File: config.mk
export PLATFORM = sky130hd
export DESIGN_NAME = tlc_top
export DESIGN_NICKNAME = d
export VERILOG_FILES = /design/src/design/road_pkg.sv /design/src/design/tlc_pkg.sv /design/src/design/tlc_top.sv /design/src/design/violation_log.sv /design/src/design/car_lane.sv /design/src/design/tlc_phase_ctrl.sv /design/src/design/tlc_wb_regs.sv
export VERILOG_INCLUDE_DIRS = /design/src /design/src/design
export SDC_FILE = /design/constraint.sdc
export NUM_CORES = 1
export LEC_CHECK = 0
export ABC_AREA = 0
export BUFFER_PORTS_ARGS = -buffer_cell sky130_fd_sc_hd__buf_4
export CAP_MARGIN = 10
export CORE_MARGIN = 8
export CORE_UTILIZATION = 45
export CTS_CLUSTER_SIZE = 28
export DETAILED_ROUTE_END_ITERATION = 16
export PLACE_DENSITY = 0.65
export SYNTH_ARGS = -nofsm -noshare
export SYNTH_HDL_FRONTEND = slang
export SYNTH_SLANG_ARGS = --single-unit
File: constraint.sdc
create_clock -name CLOCK_50 -period 3.7 [get_ports CLOCK_50]
set_clock_uncertainty 0.1 [all_clocks]
set_input_delay 0.74 -clock CLOCK_50 [delete_from_list [all_inputs] [get_ports CLOCK_50]]
set_output_delay 0.74 -clock CLOCK_50 [all_outputs]
set_load 0.01 [all_outputs]
File: src/design/tlc_settings.svh
`ifndef TLC_SETTINGS_SVH
`define TLC_SETTINGS_SVH

// ==============================
// controller timing
// ==============================

// clock cycles per controller second, kept small for simulation
`define TLC_TICKS_PER_SEC 8

// phase durations in seconds
`define TLC_GREEN_SEC  5
`define TLC_YELLOW_SEC 2
`define TLC_ALLRED_SEC 1

// ==============================
// lane geometry
// ==============================

// a step reaching the lane length wraps the car back to 0
`define LANE_LENGTH 480
`define STOP_LINE   180
`define CAR_STEP    8
`define CAR_LEN     20
`define NUM_LANES   4

// ==============================
// bus
// ==============================
`define WB_ADR_W 3

`endif
File: src/design/road_pkg.sv
`include "tlc_settings.svh"

package road_pkg;

    // distance travelled from the lane entry point
    typedef logic [9:0] pos_t;

    // lane order in every mask: bit 0 north, 1 south, 2 west, 3 east
    typedef logic [`NUM_LANES-1:0] lane_mask_t;

    // saturates at 255
    typedef logic [7:0] viol_cnt_t;

endpackage

File: src/design/tlc_pkg.sv
`include "tlc_settings.svh"

package tlc_pkg;

    typedef enum logic [1:0] {
        mode_fixed,
        mode_act,
        mode_night,
        mode_lock
    } mode_t;

    typedef enum logic [2:0] {
        ph_ns_green  = 3'd0,
        ph_ns_yellow = 3'd1,
        ph_all_red_1 = 3'd2,
        ph_ew_green  = 3'd3,
        ph_ew_yellow = 3'd4,
        ph_all_red_2 = 3'd5
    } phase_t;

    // {red, yellow, green}
    typedef logic [2:0]  lamp_t;
    typedef logic [7:0]  secs_t;
    typedef logic [31:0] wb_data_t;

    localparam lamp_t lamp_off    = 3'b000;
    localparam lamp_t lamp_red    = 3'b100;
    localparam lamp_t lamp_yellow = 3'b010;
    localparam lamp_t lamp_green  = 3'b001;

    // starting value of the countdown for each phase
    function automatic secs_t phase_secs(phase_t ph);
        case (ph)
            ph_ns_green, ph_ew_green:   return secs_t'(`TLC_GREEN_SEC);
            ph_ns_yellow, ph_ew_yellow: return secs_t'(`TLC_YELLOW_SEC);
            default:                    return secs_t'(`TLC_ALLRED_SEC);
        endcase
    endfunction

endpackage

File: src/design/tlc_top.sv
`timescale 1ns/1ps
`include "tlc_settings.svh"

module tlc_top (
    input  logic                 CLOCK_50,
    input  logic                 rst_n,
    input  logic                 wb_cyc,
    input  logic                 wb_stb,
    input  logic                 wb_we,
    input  logic [`WB_ADR_W-1:0] wb_adr,
    input  tlc_pkg::wb_data_t    wb_dat_w,
    output tlc_pkg::wb_data_t    wb_dat_r,
    output logic                 wb_ack
);
    import tlc_pkg::*;
    import road_pkg::*;

    mode_t      mode;
    logic       veh_ns_level;
    logic       veh_ew_level;
    logic       veh_ns_pulse;
    logic       veh_ew_pulse;
    lane_mask_t step;
    logic       viol_clear;
    lamp_t      lamp_ns;
    lamp_t      lamp_ew;
    phase_t     phase;
    secs_t      secs_ns;
    secs_t      secs_ew;
    logic       red_ns;
    logic       red_ew;
    lane_mask_t viol_events;
    lane_mask_t viol_mask;
    viol_cnt_t  viol_count;
    pos_t       lane_pos [`NUM_LANES];

    // ==============================
    // host port and controller
    // ==============================
    tlc_wb_regs u_regs (
        .CLOCK_50     (CLOCK_50),
        .rst_n        (rst_n),
        .wb_cyc       (wb_cyc),
        .wb_stb       (wb_stb),
        .wb_we        (wb_we),
        .wb_adr       (wb_adr),
        .wb_dat_w     (wb_dat_w),
        .wb_dat_r     (wb_dat_r),
        .wb_ack       (wb_ack),
        .mode         (mode),
        .veh_ns_level (veh_ns_level),
        .veh_ew_level (veh_ew_level),
        .veh_ns_pulse (veh_ns_pulse),
        .veh_ew_pulse (veh_ew_pulse),
        .step         (step),
        .viol_clear   (viol_clear),
        .lamp_ns      (lamp_ns),
        .lamp_ew      (lamp_ew),
        .phase        (phase),
        .secs_ns      (secs_ns),
        .secs_ew      (secs_ew),
        .viol_mask    (viol_mask),
        .viol_count   (viol_count),
        .lane_pos     (lane_pos)
    );

    tlc_phase_ctrl u_ctrl (
        .CLOCK_50     (CLOCK_50),
        .rst_n        (rst_n),
        .mode         (mode),
        .veh_ns_level (veh_ns_level),
        .veh_ew_level (veh_ew_level),
        .veh_ns_pulse (veh_ns_pulse),
        .veh_ew_pulse (veh_ew_pulse),
        .lamp_ns      (lamp_ns),
        .lamp_ew      (lamp_ew),
        .phase        (phase),
        .secs_ns      (secs_ns),
        .secs_ew      (secs_ew),
        .red_ns       (red_ns),
        .red_ew       (red_ew)
    );

    // ==============================
    // lanes
    // ==============================
    // north and south watch the NS red, west and east the EW red
    for (genvar i = 0; i < `NUM_LANES; i++) begin : g_lane
        car_lane u_lane (
            .CLOCK_50   (CLOCK_50),
            .rst_n      (rst_n),
            .step       (step[i]),
            .red        ((i < 2) ? red_ns : red_ew),
            .pos        (lane_pos[i]),
            .viol_event (viol_events[i])
        );
    end

    violation_log u_log (
        .CLOCK_50 (CLOCK_50),
        .rst_n    (rst_n),
        .events   (viol_events),
        .clear    (viol_clear),
        .mask     (viol_mask),
        .count    (viol_count)
    );

endmodule

File: src/design/violation_log.sv
`timescale 1ns/1ps
`include "tlc_settings.svh"

module violation_log (
    input  logic                 CLOCK_50,
    input  logic                 rst_n,
    input  road_pkg::lane_mask_t events,
    input  logic                 clear,
    output road_pkg::lane_mask_t mask,
    output road_pkg::viol_cnt_t  count
);
    import road_pkg::*;

    // one spare bit to catch overflow
    logic [$bits(viol_cnt_t):0] sum;

    always_comb begin
        sum = {1'b0, count};
        for (int i = 0; i < `NUM_LANES; i++) begin
            sum = sum + events[i];
        end
    end

    always_ff @(posedge CLOCK_50 or negedge rst_n) begin
        if (!rst_n) begin
            mask  <= '0;
            count <= '0;
        end else if (clear) begin
            mask  <= '0;
            count <= '0;
        end else begin
            mask  <= mask | events;
            count <= sum[$bits(viol_cnt_t)] ? '1 : viol_cnt_t'(sum);
        end
    end

endmodule

File: src/design/car_lane.sv
`timescale 1ns/1ps
`include "tlc_settings.svh"

module car_lane (
    input  logic           CLOCK_50,
    input  logic           rst_n,
    input  logic           step,
    input  logic           red,
    output road_pkg::pos_t pos,
    output logic           viol_event
);
    import road_pkg::*;

    localparam pos_t step_dist = pos_t'(`CAR_STEP);
    localparam pos_t lane_len  = pos_t'(`LANE_LENGTH);
    localparam pos_t stop_line = pos_t'(`STOP_LINE);
    localparam pos_t car_len   = pos_t'(`CAR_LEN);

    pos_t pos_nxt;
    logic wraps;
    logic front_before;
    logic front_after;

    assign pos_nxt = pos + step_dist;
    assign wraps   = (pos_nxt >= lane_len);

    // car front relative to the stop line, before and after the step
    assign front_before = ((pos + car_len) <= stop_line);
    assign front_after  = ((pos_nxt + car_len) > stop_line);

    // ==============================
    // position and crossing check
    // ==============================
    always_ff @(posedge CLOCK_50 or negedge rst_n) begin
        if (!rst_n) begin
            pos        <= '0;
            viol_event <= 1'b0;
        end else begin
            viol_event <= 1'b0;
            if (step) begin
                if (wraps) begin
                    // back to the entry point, nothing crossed
                    pos <= '0;
                end else begin
                    pos        <= pos_nxt;
                    viol_event <= red && front_before && front_after;
                end
            end
        end
    end

endmodule

File: src/design/tlc_phase_ctrl.sv
`timescale 1ns/1ps
`include "tlc_settings.svh"

module tlc_phase_ctrl (
    input  logic            CLOCK_50,
    input  logic            rst_n,
    input  tlc_pkg::mode_t  mode,
    input  logic            veh_ns_level,
    input  logic            veh_ew_level,
    input  logic            veh_ns_pulse,
    input  logic            veh_ew_pulse,
    output tlc_pkg::lamp_t  lamp_ns,
    output tlc_pkg::lamp_t  lamp_ew,
    output tlc_pkg::phase_t phase,
    output tlc_pkg::secs_t  secs_ns,
    output tlc_pkg::secs_t  secs_ew,
    output logic            red_ns,
    output logic            red_ew
);
    import tlc_pkg::*;

    localparam int tick_w = $clog2(`TLC_TICKS_PER_SEC);
    localparam logic [tick_w-1:0] tick_last = tick_w'(`TLC_TICKS_PER_SEC - 1);

    logic [tick_w-1:0] tick_cnt;
    logic              tick;
    logic              req_ns;
    logic              req_ew;
    logic              hold;
    logic              flash;
    logic              running;
    secs_t             secs_left;
    phase_t            phase_nxt;

    // ==============================
    // seconds tick
    // ==============================
    always_ff @(posedge CLOCK_50 or negedge rst_n) begin
        if (!rst_n) begin
            tick_cnt <= '0;
        end else if (tick) begin
            tick_cnt <= '0;
        end else begin
            tick_cnt <= tick_cnt + 1'b1;
        end
    end

    assign tick = (tick_cnt == tick_last);

    // request latches, only kept in actuated mode
    always_ff @(posedge CLOCK_50 or negedge rst_n) begin
        if (!rst_n) begin
            req_ns <= 1'b0;
            req_ew <= 1'b0;
        end else if (mode == mode_act) begin
            if (veh_ns_pulse) req_ns <= 1'b1;
            else if (phase == ph_ns_green) req_ns <= 1'b0;
            if (veh_ew_pulse) req_ew <= 1'b1;
            else if (phase == ph_ew_green) req_ew <= 1'b0;
        end else begin
            req_ns <= 1'b0;
            req_ew <= 1'b0;
        end
    end

    // green stays while the other road has no demand
    assign hold = (mode == mode_act) &&
                  ((phase == ph_ns_green && !(veh_ew_level || req_ew)) ||
                   (phase == ph_ew_green && !(veh_ns_level || req_ns)));

    assign running = (mode == mode_fixed) || (mode == mode_act);

    // ==============================
    // phase machine
    // ==============================
    always_comb begin
        case (phase)
            ph_ns_green:  phase_nxt = ph_ns_yellow;
            ph_ns_yellow: phase_nxt = ph_all_red_1;
            ph_all_red_1: phase_nxt = ph_ew_green;
            ph_ew_green:  phase_nxt = ph_ew_yellow;
            ph_ew_yellow: phase_nxt = ph_all_red_2;
            default:      phase_nxt = ph_ns_green;
        endcase
    end

    always_ff @(posedge CLOCK_50 or negedge rst_n) begin
        if (!rst_n) begin
            phase     <= ph_ns_green;
            secs_left <= phase_secs(ph_ns_green);
        end else if (!running) begin
            // night and lock restart the cycle from NS green
            phase     <= ph_ns_green;
            secs_left <= phase_secs(ph_ns_green);
        end else if (tick) begin
            if (secs_left > secs_t'(1)) begin
                secs_left <= secs_left - 1'b1;
            end else if (!hold) begin
                phase     <= phase_nxt;
                secs_left <= phase_secs(phase_nxt);
            end
        end
    end

    // night flash, starts lit
    always_ff @(posedge CLOCK_50 or negedge rst_n) begin
        if (!rst_n) begin
            flash <= 1'b1;
        end else if (mode != mode_night) begin
            flash <= 1'b1;
        end else if (tick) begin
            flash <= ~flash;
        end
    end

    // ==============================
    // lamps and split countdown
    // ==============================
    always_comb begin
        lamp_ns = lamp_red;
        lamp_ew = lamp_red;
        secs_ns = '0;
        secs_ew = '0;
        if (mode == mode_night) begin
            lamp_ns = flash ? lamp_yellow : lamp_off;
            lamp_ew = flash ? lamp_yellow : lamp_off;
        end else if (running) begin
            case (phase)
                ph_ns_green: begin
                    lamp_ns = lamp_green;
                    secs_ns = secs_left;
                end
                ph_ns_yellow: begin
                    lamp_ns = lamp_yellow;
                    secs_ns = secs_left;
                end
                ph_ew_green: begin
                    lamp_ew = lamp_green;
                    secs_ew = secs_left;
                end
                ph_ew_yellow: begin
                    lamp_ew = lamp_yellow;
                    secs_ew = secs_left;
                end
                default: begin
                    lamp_ns = lamp_red;
                    lamp_ew = lamp_red;
                end
            endcase
        end
    end

    assign red_ns = lamp_ns[2];
    assign red_ew = lamp_ew[2];

endmodule

File: src/design/tlc_wb_regs.sv
`timescale 1ns/1ps
`include "tlc_settings.svh"

module tlc_wb_regs (
    input  logic                 CLOCK_50,
    input  logic                 rst_n,
    input  logic                 wb_cyc,
    input  logic                 wb_stb,
    input  logic                 wb_we,
    input  logic [`WB_ADR_W-1:0] wb_adr,
    input  tlc_pkg::wb_data_t    wb_dat_w,
    output tlc_pkg::wb_data_t    wb_dat_r,
    output logic                 wb_ack,
    output tlc_pkg::mode_t       mode,
    output logic                 veh_ns_level,
    output logic                 veh_ew_level,
    output logic                 veh_ns_pulse,
    output logic                 veh_ew_pulse,
    output road_pkg::lane_mask_t step,
    output logic                 viol_clear,
    input  tlc_pkg::lamp_t       lamp_ns,
    input  tlc_pkg::lamp_t       lamp_ew,
    input  tlc_pkg::phase_t      phase,
    input  tlc_pkg::secs_t       secs_ns,
    input  tlc_pkg::secs_t       secs_ew,
    input  road_pkg::lane_mask_t viol_mask,
    input  road_pkg::viol_cnt_t  viol_count,
    input  road_pkg::pos_t       lane_pos [`NUM_LANES]
);
    import tlc_pkg::*;
    import road_pkg::*;

    localparam logic [`WB_ADR_W-1:0] adr_ctrl   = 'd0;
    localparam logic [`WB_ADR_W-1:0] adr_cmd    = 'd1;
    localparam logic [`WB_ADR_W-1:0] adr_status = 'd2;
    localparam logic [`WB_ADR_W-1:0] adr_count  = 'd3;

    logic wr_stb;

    // strobe seen while ack is still low
    assign wr_stb = wb_cyc && wb_stb && !wb_ack && wb_we;

    // ==============================
    // handshake
    // ==============================
    always_ff @(posedge CLOCK_50 or negedge rst_n) begin
        if (!rst_n) begin
            wb_ack <= 1'b0;
        end else begin
            wb_ack <= wb_cyc && wb_stb && !wb_ack;
        end
    end

    // CTRL register
    always_ff @(posedge CLOCK_50 or negedge rst_n) begin
        if (!rst_n) begin
            mode         <= mode_fixed;
            veh_ns_level <= 1'b0;
            veh_ew_level <= 1'b0;
        end else if (wr_stb && wb_adr == adr_ctrl) begin
            mode         <= mode_t'(wb_dat_w[1:0]);
            veh_ns_level <= wb_dat_w[2];
            veh_ew_level <= wb_dat_w[3];
        end
    end

    // CMD pulses, high for the ack cycle only
    always_ff @(posedge CLOCK_50 or negedge rst_n) begin
        if (!rst_n) begin
            veh_ns_pulse <= 1'b0;
            veh_ew_pulse <= 1'b0;
            step         <= '0;
            viol_clear   <= 1'b0;
        end else if (wr_stb && wb_adr == adr_cmd) begin
            veh_ns_pulse <= wb_dat_w[0];
            veh_ew_pulse <= wb_dat_w[1];
            step         <= wb_dat_w[2 +: `NUM_LANES];
            viol_clear   <= wb_dat_w[6];
        end else begin
            veh_ns_pulse <= 1'b0;
            veh_ew_pulse <= 1'b0;
            step         <= '0;
            viol_clear   <= 1'b0;
        end
    end

    // ==============================
    // read mux
    // ==============================
    // address is held by the master until ack, so live state is returned
    always_comb begin
        wb_dat_r = '0;
        case (wb_adr)
            adr_ctrl: begin
                wb_dat_r[3:0] = {veh_ew_level, veh_ns_level, mode};
            end
            adr_status: begin
                wb_dat_r[2:0]             = lamp_ns;
                wb_dat_r[5:3]             = lamp_ew;
                wb_dat_r[8:6]             = phase;
                wb_dat_r[12 +: `NUM_LANES] = viol_mask;
            end
            adr_count: begin
                wb_dat_r[7:0]   = secs_ns;
                wb_dat_r[15:8]  = secs_ew;
                wb_dat_r[23:16] = viol_count;
            end
            default: begin
                // lane positions at 4 to 7, CMD reads back as zero
                if (wb_adr[2]) begin
                    wb_dat_r[$bits(pos_t)-1:0] = lane_pos[wb_adr[1:0]];
                end
            end
        endcase
    end

endmodule

; Yosys cells after proc, flatten, opt, wreduce, memory -nomap -nowiden
; Index checks and enable logic that the tools add are counted.
[word_totals]
ff_bits = 85
[op_classes]
n_addsub = 18
n_lt_le_gt_ge = 14
eq_ne = 20
mux = 61
n_bitwise = 3
reduce_logical = 35
[op_table]
columns = op, count
row1 = 2-to-1 mux 8 bit, 13
row2 = "adder 10 x 5 -> 10 bit, second input constant", 8
row3 = 2-to-1 mux 10 bit, 7
row4 = "adder 10 x 4 -> 10 bit, second input constant", 4
row5 = ">= comparator 10 x 9 -> 1 bit, second input constant", 4
row6 = "> comparator 10 x 8 -> 1 bit, second input constant", 4
row7 = "<= comparator 10 x 8 -> 1 bit, second input constant", 4
row8 = adder 9 x 1 -> 9 bit, 3
row9 = 2-to-1 mux 3 bit, 9
row10 = binary-select mux 10 bit (select 2 bit), 1
row11 = 2-to-1 mux 1 bit, 19
row12 = case mux 3 bit (2 select lines), 3
row13 = logical AND 1 bit, 16
row14 = "== test 3 x 2 -> 1 bit, second input constant", 5
row15 = case mux 3 bit (5 select lines), 1
row16 = case mux 5 bit (3 select lines), 1
row17 = case mux 4 bit (3 select lines), 1
row18 = OR reduction 2 bit, 5
row19 = adder 8 x 1 -> 9 bit, 1
row20 = "== test 3 x 1 -> 1 bit, second input constant", 3
row21 = "== test 3 bit, second input constant", 3
row22 = logical NOT 3 bit, 3
row23 = "> comparator 8 x 1 -> 1 bit, second input constant", 1
row24 = 2-to-1 mux 4 bit, 2
row25 = other kinds (21), 30

; Longest topological paths before layout
[logic_depth]
ltp_word = 9
depth_mapped = 8
depth_no_buf = 8

; Hierarchy
; A second synthesis with hierarchy kept.
[hier_totals]
cells_unflattened = 645
area_unflattened_um2 = 5634.2
[by_module_without_submodules]
columns = module, n_inst, cells_each, area_each_um2
row1 = car_lane, 4, 80, 655.6
row2 = tlc_phase_ctrl, 1, 139, 1212.4
row3 = tlc_wb_regs, 1, 129, 1206.2
row4 = violation_log, 1, 57, 593.1

; Least setup slack after synthesis
; OpenSTA, ideal clock, no wires.
[synth_timing]
kind = input to output
startpoint = in wb_adr[1]
endpoint = out wb_dat_r[8]
arrival_time_ps = 2213
required_time_ps = 2860
slack_ps = 647
cell_stages = 5
path_cell_list = buf_2 -> nor3b_1 -> nor3b_1 -> a22oi_1 -> nand2_1
[synth_via]
elab_chain_cells = 6
[synth_rtl]
columns = element, line
row1 = from (decl), tlc_top.sv:10  ; input logic [`WB_ADR_W-1:0] wb_adr,
row2 = inverter 2 -> 3 bit (not written as such), tlc_wb_regs.sv:111  ; wb_dat_r[$bits(pos_t)-1:0] = lane_pos[wb_adr[1:0]];
row3 = binary-select mux 10 bit (select 2 bit), tlc_wb_regs.sv:111
row4 = 2-to-1 mux 10 bit (not written as such) (2 in a row), tlc_wb_regs.sv:111
row5 = 2-to-1 mux 10 bit, tlc_wb_regs.sv:110  ; if (wb_adr[2]) begin
row6 = case mux 5 bit (3 select lines) (*), tlc_wb_regs.sv:93  ; case (wb_adr)
row7 = to (decl), tlc_top.sv:12  ; output tlc_pkg::wb_data_t wb_dat_r,
; Every way passes the cells marked *; elsewhere a longest branch is shown, timed or not. The select of a mux whose other input is x is not followed.

; Worst setup path in the final report
[layout_timing]
startpoint = reg u_ctrl.phase[0]
endpoint = out wb_dat_r[5]
[layout_via]
elab_chain_cells = 6
[layout_rtl]
columns = element, line
row1 = from (decl), tlc_phase_ctrl.sv:14  ; output tlc_pkg::phase_t phase,
row2 = from (signal assigned), tlc_phase_ctrl.sv:89  ; phase <= ph_ns_green;
row3 = from (signal assigned), tlc_phase_ctrl.sv:93  ; phase <= ph_ns_green;
row4 = from (signal assigned), tlc_phase_ctrl.sv:99  ; phase <= phase_nxt;
row5 = == test 3 x 1 -> 1 bit or logical NOT 3 bit (tied branches), tlc_phase_ctrl.sv:128  ; case (phase)
row6 = OR reduction 2 bit (no line), n/a
row7 = 2-to-1 mux 8 bit, tlc_phase_ctrl.sv:128
row8 = 2-to-1 mux 8 bit, tlc_phase_ctrl.sv:127  ; end else if (running) begin
row9 = 2-to-1 mux 8 bit, tlc_phase_ctrl.sv:124  ; if (mode == mode_night) begin
row10 = case mux 5 bit (3 select lines) (*), tlc_wb_regs.sv:93
; Every way passes the cells marked *; elsewhere a longest branch is shown, timed or not.

==> run summary <==
The complex-gate fraction of the synthesized area came out at 0.1965. The area share of fa/ha/maj cells after synthesis came out at 0.05028. The number of global-route vias before repair came out at 4116.

73 I/O pins were placed. The maximum clock insertion buffer count came out at 2. The cell count of the worst reg-to-reg path is 7. After synthesis, the most frequently instantiated cells are dfrtp_1, nor2_1, clkbuf_1, nand2_1, o21ai_0.

The count of input and output buffers is 39. Entering global routing, the biggest net connects 74 pins. After floorplanning, the core was divided into 38 placement rows. The number of maximum-capacitance constraint violations is 0.

The latest clock arrival within the worst-skew pair is 0.36 ns. The share of the clock period used by the worst path after layout is 0.8760. The most common cell in the synthesized netlist is dfrtp_1. The longest individual stage delay on the worst path is 0.61 ns. The number of design-rule violations left by the first detailed-router iteration came out at 409. The initial antenna violation count is 0. STA classifies the critical path endpoint as an output port. The mux cell area share after synthesis came out at 0.06018.

TritonCTS built the clock tree. Synthesis handed over a netlist of 556 instances. The maximum fanout along the worst path came out at 12. In this run the critical register-to-register path is captured at u_log.count[1]. The register clock-pin slew on the reported worst setup and hold paths is 0.09 ns.

The number of placed instances, taps included came out at 699. The flop-to-flop setup slack came out at 1.06 ns. At the worst endpoint, the arrival time is 2.40 ns.

The number of antenna cells inserted is 0. The routed via count came out at 4243. Summing all placed instances gives a cell area of 0.005240 mm². The proportion of synthesized chip area in sequential cells is 0.3715. The clock buffer count from CTS is 9. Counting I/O delays and the setup requirement, the final critical path takes 3.241 ns. The fraction of final layout cells with drive strength greater than 1 came out at 0.1548. The maximum clock frequency came out at 0.3085 GHz. The number of levels the H-tree was split into came out at 3. The synthesized flop and latch total is 73. Counting flops with a built-in enable in the synthesized netlist gives 0. The worst path required time came out at 2.86 ns. The global routing met2 resource utilization came out at 0.2786.

The global routing stage identified its most utilized layer as met2. The slowest stage of the critical path is the dfrtp_1 cell. In this run the vertical extent of the chip is 120.6 µm. Counting instances, the worst hold path has a depth of 1.

The dominant combinational cell family by area after synthesis is simple AND/OR/NAND/NOR gates. The aggregate global routing overflow is 0. The worst register-to-register path begins at g_lane[0].u_lane.viol_event.

The most used flip-flop cell after synthesis is dfrtp_1. The endpoint of the worst hold-timing path is u_ctrl.tick_cnt[0]. The top-area cell type share of the netlist area is 0.3555. The run finished with clean final reports. The kind of start point of the critical path is a flip-flop. Sorting the synthesized cells by area gives the leading types as dfrtp_1, ha_1, nor2_1. The post-CTS setup buffer count is 0. The startpoint of the tightest hold check path is u_ctrl.tick_cnt[0]. The final-report max-slew violation count is 0. Setup total negative slack on the finished layout was measured at 0 ns. Dividing the synthesized area by the synthesized cell count gives 8.862 µm².

Setup repair after global routing left no endpoint under its margin. The worst-case headroom to the max-slew limit is 0.3748. The xor and xnor fraction of the mapped netlist area is 0.03200. The tightest min-delay check is of the flip-flop to flip-flop type.

The root cell of the clock tree is clkbuf_8. The transition time of the tightest slew-check pin came out at 0.9378 ns. The maximum ir drop on the vdd rail is 0.2009 mV. The die footprint came out at 0.01455 mm². The placeable core region is 0.01075 mm². The critical path is of the flip-flop to output port type.

The global routing usage summed across all routing layers came out at 0.1734. The post-cts gate resize count came out at 0. The power density of the placed cells came out at 360.6 mW/mm². The first-pass GRT wire length came out at 20710 µm. The area growth from synthesis to layout is 10.67%. The number of different library cells used by synthesis comes to 69.

After detailed routing, the number of remaining DRC violations is 0. In the routed layout, each cell is associated on average with a via count of 5.934. The post-synthesis simple-gate area fraction came out at 0.2230. The filler-free cell count of the finished design is 715. After synthesis, the share of flip-flops with an asynchronous set or reset is 1.000. CTS saw 73 sinks.

Prior to clock tree synthesis, the placed netlist has a worst setup slack of 0.5443 ns. The global routing usage on met3 is 0.03916. The count of hold-fix buffers inserted at cts is 0. The global-route track usage on met1 came out at 0.2197. The width of the die came out at 120.6 µm. Detailed placement finished with a half-perimeter wire length of 8588 µm. The final hold slack is 0.3300 ns. The biggest area contributor in the post-synthesis netlist is dfrtp_1. The final number of setup-violating endpoints is 0. The remaining antenna violation count came out at 0. In the final routed layout, each cell accounts on average for 17.01 µm. The hold violation total from the final report is 0. The leakage power total is 0.002450 µW. The final wirelength is 12160 µm. The number of warning messages in the yosys log is 0. The net count of the finished layout came out at 628. The signal on the critical path passes through nand3b_1, a21boi_0, mux2_2, a222oi_1, inv_1, buf_4. The starting density of the core is 0.4585.

The first detailed-routing pass ran for 6 iterations. The placer congestion estimate came out at 0.8749. The cell area that synthesis handed to floorplanning was 0.004927 mm². Once routing completed, OpenROAD measured the worst setup slack at 0.4588 ns. The final instance area is 0.005453 mm².
[worst max-delay path, delay by kind of cell (launching register included)]
| family | cells | cell delay, ns |
|---|---|---|
| flops | 1 | 0.61 |
| mux | 1 | 0.36 |
| compound gates | 2 | 0.54 |
| buf+inv | 2 | 0.25 |
| simple gates | 1 | 0.27 |
[through the flow]
| stage | util | power (µW) |
|---|---|---|
| floorplan | - | 1177 |
| global placement | 0.4877 | 1286 |
| detailed placement | 0.4877 | 1297 |
| CTS | 0.5075 | 1985 |
| global route | 0.5075 | 2069 |
| finish | 0.5075 | 1966 |
[cell usage in the layout, fill, tap and decap left out, drive strengths merged, types with 15 or more instances in the layout]
| cell type | instances |
|---|---|
| nand2 | 34 |
| inv | 31 |
| nand3 | 29 |
| nor2 | 47 |
| and2 | 21 |
| dfrtp | 70 |
| o21ai | 32 |
| a21oi | 22 |
| buf | 43 |
| ha | 15 |
[layer usage]
| layer | wire [µm] | part of all wire |
|---|---|---|
| met5 | 0 | 0 |
| met4 | 362 | 0.030 |
| met3 | 646 | 0.053 |
| met2 | 5751 | 0.47 |
| met1 | 5398 | 0.44 |
[sequential cells by signal, indices dropped and copies added (netlist names), 2 cells and up]
| name | cells |
|---|---|
| g_lane.u_lane.pos | 28 |
| g_lane.u_lane.viol_event | 4 |
| u_ctrl.phase | 3 |
| u_ctrl.secs_left | 8 |
| u_ctrl.tick_cnt | 3 |
| u_log.count | 8 |
| u_log.mask | 4 |
| u_regs.mode | 2 |
| u_regs.step | 4 |
[report_power, final]
part / switching [µW] / leakage (µW) / internal [µW]
clock network: 327 / 0.000110 / 354
registers: 95.9 / 0.000995 / 843
logic: 200 / 0.00134 / 147
total: 623 / 0.00245 / 1340
[cell type report]
cell class / instances / area (µm²)
clock inverters: 5 / 61.31
multi-input cells: 413 / 2799
flip-flops and latches: 73 / 1831
well taps: 140 / 175.2
clock buffers: 11 / 151.4
inverters: 30 / 112.6
fillers: 981 / 5293
repair buffers: 43 / 322.8
[cells by family after synthesis]
family / after synthesis
adder cells (fa/ha/maj): 18
AO/OA/AOI/OAI: 142
multiplexers: 20
other: 1
flip-flops: 73
buffers and inverters: 77
AND/OR/NAND/NOR: 207
XOR/XNOR: 18
[worst max path at each step]
stage | end | start
after floorplan | wb_dat_r[8] | wb_adr[1]
after global placement | wb_dat_r[14] | wb_adr[0]
after detailed placement | wb_dat_r[8] | wb_adr[0]
after CTS | wb_dat_r[5] | u_ctrl.phase[0]
after global routing | wb_dat_r[5] | u_ctrl.phase[0]
final | wb_dat_r[5] | u_ctrl.phase[0]
No activity file was read; power rests on OpenSTA's default activity.
